===== src/source/rtg_video_pkg.sv =====
// RTG video package with colour, sync and FIFO word types plus output constants
package rtg_video_pkg;

	//////////////////////////////////////////////////
	// Widths with a meaning
	//////////////////////////////////////////////////

	typedef logic [7:0]  colour_t;     // One colour channel
	typedef logic [15:0] rtg_word_t;   // RGB555 word, bit 15 unused
	typedef logic [3:0]  pix_width_t;  // Clocks per fetch minus one
	typedef logic [6:0]  vb_lines_t;   // Lines of RTG vertical blank

	//////////////////////////////////////////////////
	// Bundled video signals
	//////////////////////////////////////////////////

	// 24-bit colour, red in the top byte
	typedef struct packed {
		colour_t r;  // Red channel
		colour_t g;  // Green channel
		colour_t b;  // Blue channel
	} rgb_t;

	// Chipset syncs, all active low
	typedef struct packed {
		logic cs;  // Composite sync
		logic hs;  // Horizontal sync
		logic vs;  // Vertical sync
	} sync_t;

	// Full chipset video bundle, 27 bits
	typedef struct packed {
		sync_t sync;  // Syncs in the top three bits
		rgb_t  rgb;   // Colour below
	} chip_video_t;

	//////////////////////////////////////////////////
	// RTG vblank state machine
	//////////////////////////////////////////////////

	typedef enum logic {
		VB_COUNT,   // Blanked, counting sync lines
		VB_ACTIVE   // RTG picture visible
	} vblank_state_t;

	//////////////////////////////////////////////////
	// Constants
	//////////////////////////////////////////////////

	localparam int unsigned LEGACY_STROBE_PERIOD = 4;  // Pixel strobe period with RTG off

	// Top two bits of each channel over a set OSD pixel
	localparam logic [1:0] OSD_ON_R = 2'd3;
	localparam logic [1:0] OSD_ON_G = 2'd3;
	localparam logic [1:0] OSD_ON_B = 2'd3;

	// OSD background, a dark blue tint
	localparam logic [1:0] OSD_OFF_R = 2'd0;
	localparam logic [1:0] OSD_OFF_G = 2'd0;
	localparam logic [1:0] OSD_OFF_B = 2'd2;

endpackage


===== src/source/rtg_vblank_fsm.sv =====
// RTG vertical blank timer that holds the screen blank for a set number of lines after vblank
`timescale 1ns/1ps

module rtg_vblank_fsm (
	input  logic                   CLK_114,     // System clock
	input  logic                   rst_n,       // Async reset, active low
	input  logic                   vblank,      // Chipset vblank level
	input  logic                   hs,          // Chipset hsync, active low
	input  rtg_video_pkg::vb_lines_t vb_end,    // Extra blank lines after vblank
	output logic                   rtg_vblank   // RTG screen blank
);

	//////////////////////////////////////////////////
	// State and line counter
	//////////////////////////////////////////////////

	rtg_video_pkg::vblank_state_t state;       // Current state
	rtg_video_pkg::vblank_state_t state_nxt;   // Next state
	rtg_video_pkg::vb_lines_t     line_cnt;    // Sync lines since vblank fell
	rtg_video_pkg::vb_lines_t     line_cnt_nxt;
	logic                         hs_q;        // Registered hsync
	logic                         hs_rise;     // End of a sync pulse

	assign hs_rise = hs & ~hs_q;  // Rising edge against last cycle

	// The host OS makes chipset blanking awkward to reuse, so the
	// RTG blank is counted out here in lines from the chipset vblank
	always_comb begin
		state_nxt    = state;
		line_cnt_nxt = line_cnt;
		case (state)
			rtg_video_pkg::VB_COUNT: begin
				if (vblank) begin
					line_cnt_nxt = '0;                       // Hold at zero in vblank
				end else if (line_cnt == vb_end) begin
					state_nxt = rtg_video_pkg::VB_ACTIVE;    // Compare before increment
				end else if (hs_rise) begin
					line_cnt_nxt = line_cnt + 7'd1;          // One more sync line
				end
			end
			rtg_video_pkg::VB_ACTIVE: begin
				if (vblank) begin
					state_nxt    = rtg_video_pkg::VB_COUNT;  // New frame starts blanking
					line_cnt_nxt = '0;
				end
			end
			default: begin
				state_nxt    = rtg_video_pkg::VB_COUNT;   // Recover to blank
				line_cnt_nxt = '0;
			end
		endcase
	end

	//////////////////////////////////////////////////
	// Registers
	//////////////////////////////////////////////////

	always_ff @(posedge CLK_114 or negedge rst_n) begin
		if (!rst_n) begin
			state    <= rtg_video_pkg::VB_COUNT;  // Blank out of reset
			line_cnt <= '0;
			hs_q     <= 1'b1;                     // Idle sync level
		end else begin
			state    <= state_nxt;
			line_cnt <= line_cnt_nxt;
			hs_q     <= hs;
		end
	end

	// Blank in every state but the visible one
	assign rtg_vblank = (state != rtg_video_pkg::VB_ACTIVE);

endmodule


===== src/source/rtg_fetch_timer.sv =====
// Fetch pacer that pops one FIFO word per pixel and exports the pixel strobe
`timescale 1ns/1ps

module rtg_fetch_timer (
	input  logic                    CLK_114,      // System clock
	input  logic                    rst_n,        // Async reset, active low
	input  logic                    rtg_ena,      // RTG screen on
	input  logic                    rtg_blank,    // Combined RTG blank
	input  rtg_video_pkg::pix_width_t pixel_width,  // Clocks per fetch minus one
	output logic                    fifo_rd,      // Pop FIFO head
	output logic                    pixel_stb     // Exported pixel strobe
);

	//////////////////////////////////////////////////
	// RTG fetch pacing
	//////////////////////////////////////////////////

	rtg_video_pkg::pix_width_t pix_ctr;    // Clocks since last fetch
	logic [1:0]                legacy_ctr; // Free-running divider
	logic                      legacy_stb; // Strobe with RTG off

	// Fetch once the counter reaches the programmed width
	assign fifo_rd = rtg_ena & ~rtg_blank & (pix_ctr == pixel_width);

	always_ff @(posedge CLK_114 or negedge rst_n) begin
		if (!rst_n) begin
			pix_ctr <= '0;
		end else if (rtg_blank || fifo_rd) begin
			pix_ctr <= '0;                // Restart pace each blank and fetch
		end else begin
			pix_ctr <= pix_ctr + 4'd1;
		end
	end

	//////////////////////////////////////////////////
	// Legacy pixel strobe
	//////////////////////////////////////////////////

	always_ff @(posedge CLK_114 or negedge rst_n) begin
		if (!rst_n) begin
			legacy_ctr <= '0;
			legacy_stb <= 1'b0;
		end else begin
			legacy_ctr <= legacy_ctr + 2'd1;  // Wraps every four clocks
			legacy_stb <= (legacy_ctr == 2'(rtg_video_pkg::LEGACY_STROBE_PERIOD - 1));
		end
	end

	// Dither logic downstream follows the fetch strobe with RTG on
	assign pixel_stb = rtg_ena ? fifo_rd : legacy_stb;

endmodule


===== src/source/video_out_mux.sv =====
// Video output stage with RGB555 expansion, RTG or chipset select, output register and OSD
`timescale 1ns/1ps

module video_out_mux (
	input  logic                      CLK_114,     // System clock
	input  logic                      rst_n,       // Async reset, active low
	input  logic                      rtg_ena,     // RTG screen on
	input  logic                      rtg_blank,   // Combined RTG blank
	input  rtg_video_pkg::rtg_word_t  fifo_q,      // Current FIFO head
	input  rtg_video_pkg::chip_video_t chip_video, // Chipset syncs and colour
	input  logic                      osd_window,  // Inside OSD area
	input  logic                      osd_pixel,   // OSD foreground pixel
	output rtg_video_pkg::chip_video_t video_out   // Final video
);

	//////////////////////////////////////////////////
	// RGB555 expansion
	//////////////////////////////////////////////////

	// Top bits repeated into the low end so full scale reaches 0xFF
	function automatic rtg_video_pkg::colour_t expand5(input logic [4:0] field);
		return {field, field[4:2]};
	endfunction

	rtg_video_pkg::rgb_t        rtg_rgb;    // Expanded FIFO colour
	rtg_video_pkg::rgb_t        sel_rgb;    // Colour to register
	rtg_video_pkg::chip_video_t video_q;    // Output register
	logic                       rtg_show;   // RTG pixel visible
	logic [1:0]                 osd_r;      // OSD top bits, red
	logic [1:0]                 osd_g;      // OSD top bits, green
	logic [1:0]                 osd_b;      // OSD top bits, blue

	assign rtg_rgb.r = expand5(fifo_q[14:10]);  // Bit 15 dropped
	assign rtg_rgb.g = expand5(fifo_q[9:5]);
	assign rtg_rgb.b = expand5(fifo_q[4:0]);

	//////////////////////////////////////////////////
	// Source select and output register
	//////////////////////////////////////////////////

	assign rtg_show = rtg_ena & ~rtg_blank;          // Chipset colour in blank
	assign sel_rgb  = rtg_show ? rtg_rgb : chip_video.rgb;

	always_ff @(posedge CLK_114 or negedge rst_n) begin
		if (!rst_n) begin
			video_q <= '0;                 // Black, syncs low in reset
		end else begin
			video_q.sync <= chip_video.sync;  // Syncs always straight through
			video_q.rgb  <= sel_rgb;
		end
	end

	//////////////////////////////////////////////////
	// OSD overlay
	//////////////////////////////////////////////////

	// Foreground or background tint per channel
	assign osd_r = osd_pixel ? rtg_video_pkg::OSD_ON_R : rtg_video_pkg::OSD_OFF_R;
	assign osd_g = osd_pixel ? rtg_video_pkg::OSD_ON_G : rtg_video_pkg::OSD_OFF_G;
	assign osd_b = osd_pixel ? rtg_video_pkg::OSD_ON_B : rtg_video_pkg::OSD_OFF_B;

	// Picture shifted down two bits under the OSD so it shows through dimmed
	always_comb begin
		video_out = video_q;
		if (osd_window) begin
			video_out.rgb.r = {osd_r, video_q.rgb.r[7:2]};
			video_out.rgb.g = {osd_g, video_q.rgb.g[7:2]};
			video_out.rgb.b = {osd_b, video_q.rgb.b[7:2]};
		end
	end

endmodule


===== src/source/rtg_video_top.sv =====
// Display output path top level joining RTG vblank timing, fetch pacing and output mux
`timescale 1ns/1ps

module rtg_video_top (
	input  logic                       CLK_114,      // System clock
	input  logic                       rst_n,        // Async reset, active low
	input  rtg_video_pkg::chip_video_t chip_video,   // Chipset video
	input  logic                       hblank,       // Chipset hblank
	input  logic                       vblank,       // Chipset vblank
	input  logic                       rtg_ena,      // RTG screen on
	input  rtg_video_pkg::pix_width_t  pixel_width,  // Clocks per fetch minus one
	input  rtg_video_pkg::vb_lines_t   vb_end,       // RTG vblank length in lines
	input  rtg_video_pkg::rtg_word_t   fifo_q,       // Pixel FIFO head
	input  logic                       osd_window,   // Inside OSD area
	input  logic                       osd_pixel,    // OSD foreground
	output logic                       fifo_rd,      // Pop pixel FIFO
	output logic                       pixel_stb,    // Pixel strobe for dither
	output rtg_video_pkg::chip_video_t video_out     // Final video
);

	//////////////////////////////////////////////////
	// Blanking
	//////////////////////////////////////////////////

	logic rtg_vblank;  // Counted RTG vertical blank
	logic rtg_blank;   // Any RTG blank

	assign rtg_blank = rtg_vblank | hblank;  // Shared by fetch and mux

	//////////////////////////////////////////////////
	// Blocks
	//////////////////////////////////////////////////

	rtg_vblank_fsm i_vblank (
		.CLK_114    (CLK_114),
		.rst_n      (rst_n),
		.vblank     (vblank),
		.hs         (chip_video.sync.hs),   // Lines counted on hsync
		.vb_end     (vb_end),
		.rtg_vblank (rtg_vblank)
	);

	rtg_fetch_timer i_fetch (
		.CLK_114     (CLK_114),
		.rst_n       (rst_n),
		.rtg_ena     (rtg_ena),
		.rtg_blank   (rtg_blank),
		.pixel_width (pixel_width),
		.fifo_rd     (fifo_rd),
		.pixel_stb   (pixel_stb)
	);

	video_out_mux i_mux (
		.CLK_114    (CLK_114),
		.rst_n      (rst_n),
		.rtg_ena    (rtg_ena),
		.rtg_blank  (rtg_blank),
		.fifo_q     (fifo_q),               // Head word sampled every clock
		.chip_video (chip_video),
		.osd_window (osd_window),
		.osd_pixel  (osd_pixel),
		.video_out  (video_out)
	);

endmodule


===== config.mk =====
export PLATFORM = sky130hd
export DESIGN_NAME = rtg_video_top
export DESIGN_NICKNAME = d
export VERILOG_FILES = /design/src/source/rtg_video_pkg.sv /design/src/source/rtg_vblank_fsm.sv /design/src/source/rtg_fetch_timer.sv /design/src/source/video_out_mux.sv /design/src/source/rtg_video_top.sv
export SDC_FILE = /design/constraint.sdc
export NUM_CORES = 1
export LEC_CHECK = 0
export ABC_CLOCK_PERIOD_IN_PS = 1940
export BUFFER_PORTS_ARGS = -buffer_cell sky130_fd_sc_hd__buf_2
export CAP_MARGIN = 20
export CORE_ASPECT_RATIO = 0.7
export CORE_MARGIN = 3
export CORE_UTILIZATION = 40
export DETAILED_ROUTE_END_ITERATION = 7
export GPL_TIMING_DRIVEN = 0
export PLACE_DENSITY = 0.81
export SYNTH_ARGS = -nofsm -noshare
export SYNTH_HDL_FRONTEND = slang
export SYNTH_HIERARCHICAL = 1
export SYNTH_SLANG_ARGS = --single-unit

===== constraint.sdc =====
create_clock -name CLK_114 -period 1.94 [get_ports CLK_114]
set_clock_uncertainty 0.15 [all_clocks]
set_input_delay 0.388 -clock CLK_114 [delete_from_list [all_inputs] [get_ports CLK_114]]
set_output_delay 0.388 -clock CLK_114 [all_outputs]
set_load 0.005 [all_outputs]

# --- Yosys cells after proc, flatten, opt, wreduce, memory -nomap -nowiden ---
# Index checks and enable logic that the tools add are counted.
op_classes:
  add_sub_neg: 3
  multipliers: 0
  n_div: 0
  magnitude_cmp: 0
  n_eq_ne: 6
  shift: 0
  mux: 15
  bitwise: 7
  n_reduce_logical: 2
op_table:
  columns: ["op", "n"]
  rows:
  - ["2-to-1 mux 24 bit", 2]
  - ["2-to-1 mux 7 bit", 4]
  - ["one-hot mux 7 bit (2 select lines)", 1]
  - ["adder 7 x 1 -> 7 bit (second input constant)", 1]
  - ["equality test 7 bit", 1]
  - ["2-to-1 mux 1 bit", 5]
  - ["adder 4 x 1 -> 4 bit (second input constant)", 1]
  - ["equality test 4 bit", 1]
  - ["2-to-1 mux 4 bit", 1]
  - ["bitwise AND 1 bit", 3]
  - ["inequality test 3 x 2 -> 1 bit (second input constant)", 1]
  - ["inequality test 3 bit (second input constant)", 1]
  - ["NOT 1 bit", 3]
  - ["AND reduction 3 bit", 1]
  - ["adder 2 x 1 -> 2 bit (second input constant)", 1]
  - ["equality test 2 bit (second input constant)", 1]
  - ["2-to-1 mux 2 bit", 1]
  - ["inequality test 2 bit (second input constant)", 1]
  - ["one-hot mux 1 bit (2 select lines)", 1]
  - ["logical OR 1 bit", 1]
  - ["bitwise OR 1 bit", 1]
totals:
  reg_bits: 43
  latch_bits: 0
  ramBits: 0
  mem_bits_ro: 0
  input_bits: 61
  output_inout_bits: 29
  wordCells: 45
  mem_count: 0

# --- Depth between registers and ports, before layout ---
logic_depth:
  ltp_word: 7
  mapped_depth: 6
  mapped_depth_nobuf: 5

# --- Hierarchy ---
# Netlist, hierarchy kept.
modules_own_cells:
  columns: ["module", "n_inst", "cells_per_inst", "area_each_um2", "seq_area_each_um2"]
  rows:
  - ["video_out_mux", 1, 91, 1382.6, 675.6]
  - ["rtg_vblank_fsm", 1, 52, 560.5, 226.5]
  - ["rtg_fetch_timer", 1, 32, 381.6, 175.2]
  - ["rtg_video_top", 1, 1, 6.3, 0.0]

# --- Least setup slack after synthesis ---
# No wires, ideal clock.
synth_timing:
  path_kind: "reg2out"
  startpoint: "register i_vblank.state"
  endpoint: "output port pixel_stb"
  arrival_time_ps: 1365
  required_time_ps: 1402
  setup_slack_ps: 37
  path_stages_with_launch: 6
  n_path_buf: 0
  path_cell_list: "dfrtp_1 > inv_1 > or2_1 > nand2b_1 > nor4_4 > a22o_1"
synth_via:
  elab_chain_cells: 6
synth_lines:
  columns: ["element", "line_no", "text"]
  rows:
  - ["start, declared", "rtg_vblank_fsm.sv:17", "rtg_video_pkg::vblank_state_t state;"]
  - ["start signal, assigned", "rtg_vblank_fsm.sv:60", "state <= rtg_video_pkg::VB_COUNT;"]
  - ["start signal, assigned", "rtg_vblank_fsm.sv:64", "state <= state_nxt;"]
  - ["NOT 1 bit", "rtg_vblank_fsm.sv:71", "assign rtg_vblank = (state != rtg_video_pkg::VB_ACTIVE);"]
  - ["via rtg_vblank", "rtg_video_top.sv:25", "logic rtg_vblank;"]
  - ["bitwise OR 1 bit", "rtg_video_top.sv:28", "assign rtg_blank = rtg_vblank | hblank;"]
  - ["via rtg_blank", "rtg_video_top.sv:26", "logic rtg_blank;"]
  - ["NOT 1 bit", "rtg_fetch_timer.sv:23", "assign fifo_rd = rtg_ena & ~rtg_blank & (pix_ctr == pixel_width);"]
  - ["bitwise AND 1 bit (2 in series)", "rtg_fetch_timer.sv:23", null]
  - ["2-to-1 mux 1 bit", "rtg_fetch_timer.sv:50", "assign pixel_stb = rtg_ena ? fifo_rd : legacy_stb;"]
  - ["end, declared", "rtg_video_top.sv:17", "output logic pixel_stb,"]
# The timed path passes the listed nets, and every way through them passes these cells.

# --- Final worst setup path ---
# Ends and elaborated chain as after synthesis.

==> results.cfg <==
[run_status]
status = finished, violations left
violations = setup timing

[pwr]
p_leak_nw = 1.62
p_per_area_nw_per_um2 = 615
worst_ir_drop_vdd_v = 0.000374

[sta]
setup-tns-final_ns = -0.309
setup_slack_ns = -0.149
hold_viol = 0
worstMarginPinSlew_ns = 0.956
relSlewSlack = 0.362
hold_ws_ns = 0.0546
rsz0062_at_grt = true
drv_slew = 0
fmax_mhz = 479
period_needed_ns = 2.09
setup_violations = 3
fin_crit_sh = 1.08

[run]
max-cap-violations = 0

[cts]
clock-sinks = 43
cts_buffers = 5
clk_pin_slew_ns = 0.08
h-tree-depth = 2
cts_tree = built
clk_latency_ns = 0.29
clk_path_buf_depth = 2
holdBufCountCts = 0
root_buffer = clkbuf_8

[hold_path]
hold_depth = 1
hp-class = in -> reg
hold_path_end = i_mux/video_out[24]
hp-start = chip_video[24]

[global_routing]
grt_max_degree = 44
antenna_found_initial = 0
grt_first_pass_wirelength_mm = 8.80
first_global_vias = 1861
overflow = 0
grtUsageTotal = 0.158

[detailed_routing]
detail_route.wl_per_cell_um = 15.3
drc = 0
routed_wl_mm = 5.45
antenna_left = 0
via_per_inst = 4.85
drt_iter0_markers = 21
vias = 1726
drtPass1Iterations = 4

[placement]
place_ws_ns = -0.220
dp_hpwl_mm = 3.92
port_buffers = 87
gp_congestion = 0.785
placed_area_um2 = 2860
dp_cells = 335

[setup_path]
arrival_ns = 1.55
rrSetupSlack_ns = -0.01
crit_required_ns = 1.40
r2r_start = i_vblank/line_cnt[6]
path_buf_inv = 2
cp_max_fo = 3
end_kind = output port
cp_cell_sequence = inv_1 > or2_4 > nand2b_4 > nor4_4 > a22o_1 > buf_2
worst-setup-path-type = reg -> out
path_delay_family = simple AND/OR/NAND/NOR gates
critPathLaunchType = flip-flop
rr_endpoint = i_vblank/line_cnt[6]
cp_slowest_cell = dfrtp_1
reg2regPathDepth = 5
cpPeakStageDelay_ns = 0.36

[final_layout]
drive_above_1_share = 0.658
seqCellArea_um2 = 1080
final_cell_mix = 89 x buf_2, 39 x dfrtp_1, 22 x mux2_2, 22 x mux2_4, 17 x buf_4
fillerInstances = 451
final_common_cell = buf_2
num_antenna_cells = 0
multi_input_area_um2 = 1220
fin_nets = 347
area_delta_synth_final_pct = 36.2
fin_area_um2 = 3170
final_cells = 356

[die]
io_pins = 90
initial_core_util = 0.430
die-area_um2 = 6790
rows = 22
die_h_um = 69.9
coreArea_um2 = 5420
dieWidth_um = 97.2

[logic_synthesis]
seq_area_frac_synth = 0.462
synth_cell_types = 42
synthCells = 176
synth.avg_cell_area_um2 = 13.2
synth-edff-count = 0
ys.flop_type = dfrtp_1
syn-num-nets = 240
ys.warnings.count = 6
synth-async-reset-ratio = 1.00
synth-seq-cells = 43
synth_area_um2 = 2330
## timing repair
| item | in CTS | in global routing |
|---|---|---|
| buffers inserted | 10 | 4 |
| endpoints found under the setup margin | 6 | 9 |
| resized for setup | 7 | 12 |
| gates cloned | 0 | 0 |
| pin swaps | 6 | 10 |
| endpoints found under the hold margin | 0 | 0 |
## sequential cells by signal (all words and copies together) (netlist names)
| name | cells |
|---|---|
| i_fetch/pix_ctr | 4 |
| i_fetch/legacy_stb | 1 |
| i_fetch/legacy_ctr | 2 |
| i_vblank/hs_q | 1 |
| i_mux/video_q | 24 |
| i_mux/video_out | 3 |
| i_vblank/line_cnt | 7 |
| i_vblank/state | 1 |
## Yosys cell counts, drive strengths merged, types with 4 or more instances
master | n | area [um^2]
nor4 | 4 | 55.1
dfrtp | 42 | 1050
o21ai | 5 | 25.0
a21oi | 4 | 20.0
a211oi | 4 | 35.0
nand2b | 4 | 32.5
and3 | 4 | 25.0
buf | 9 | 91.3
xor2 | 10 | 95.1
mux2 | 44 | 571
nor2 | 7 | 26.3
inv | 10 | 37.5
## how the worst max path moves through the flow
stage | slack [ns] | cells after the start | endpoint | startpoint
2_1_floorplan | 0.04 | 5 | pixel_stb | i_vblank/state
3_3_place_gp | -0.21 | 6 | pixel_stb | hblank
3_5_place_dp | -0.22 | 6 | pixel_stb | hblank
4_1_cts | -0.14 | 6 | pixel_stb | i_vblank/state
5_1_grt | -0.24 | 6 | pixel_stb | i_vblank/state
6_report | -0.15 | 6 | pixel_stb | i_vblank/state
## logic make-up after synthesis
family / share of synthesized area
multiplexers: 0.249
flip-flops: 0.462
AND/OR/NAND/NOR: 0.0998
buffers and inverters: 0.0569
AO/OA/AOI/OAI: 0.0639
XOR/XNOR: 0.0521
adder cells (fa/ha/maj): 0.0161
## through the flow
stage	utilization	power (mW)
2_1_floorplan	-	1.09
3_3_place_gp	0.527	1.23
3_5_place_dp	0.527	1.24
4_1_cts	0.569	1.97
5_1_grt	0.585	2.05
6_report	0.585	1.95
## metal layers
layer | vias to the layer above | part of all wire | global-route usage
met5 | - | 0 | 0
met4 | 0 | 0.011 | 0.0461
met3 | 6 | 0.062 | 0.0509
met2 | 58 | 0.50 | 0.259
met1 | 841 | 0.43 | 0.201
li1 | 821 | - | -
## power by group
group / switching, mW / internal (mW)
logic: 0.130 / 0.162
clock network: 0.297 / 0.417
registers: 0.0157 / 0.929
total: 0.443 / 1.51
## cell type report
| cell class | count | share of cell area |
|---|---|---|
| timing repair buffer | 100 | 0.168 |
| clock buffer | 6 | 0.0260 |
| inverter | 10 | 0.0118 |
| multi-input combinational | 113 | 0.384 |
| tap | 72 | 0.0284 |
| buffer | 10 | 0.0300 |
| sequential | 43 | 0.341 |
| clock inverter | 2 | 0.0110 |
No activity file was read; power rests on OpenSTA's default activity.
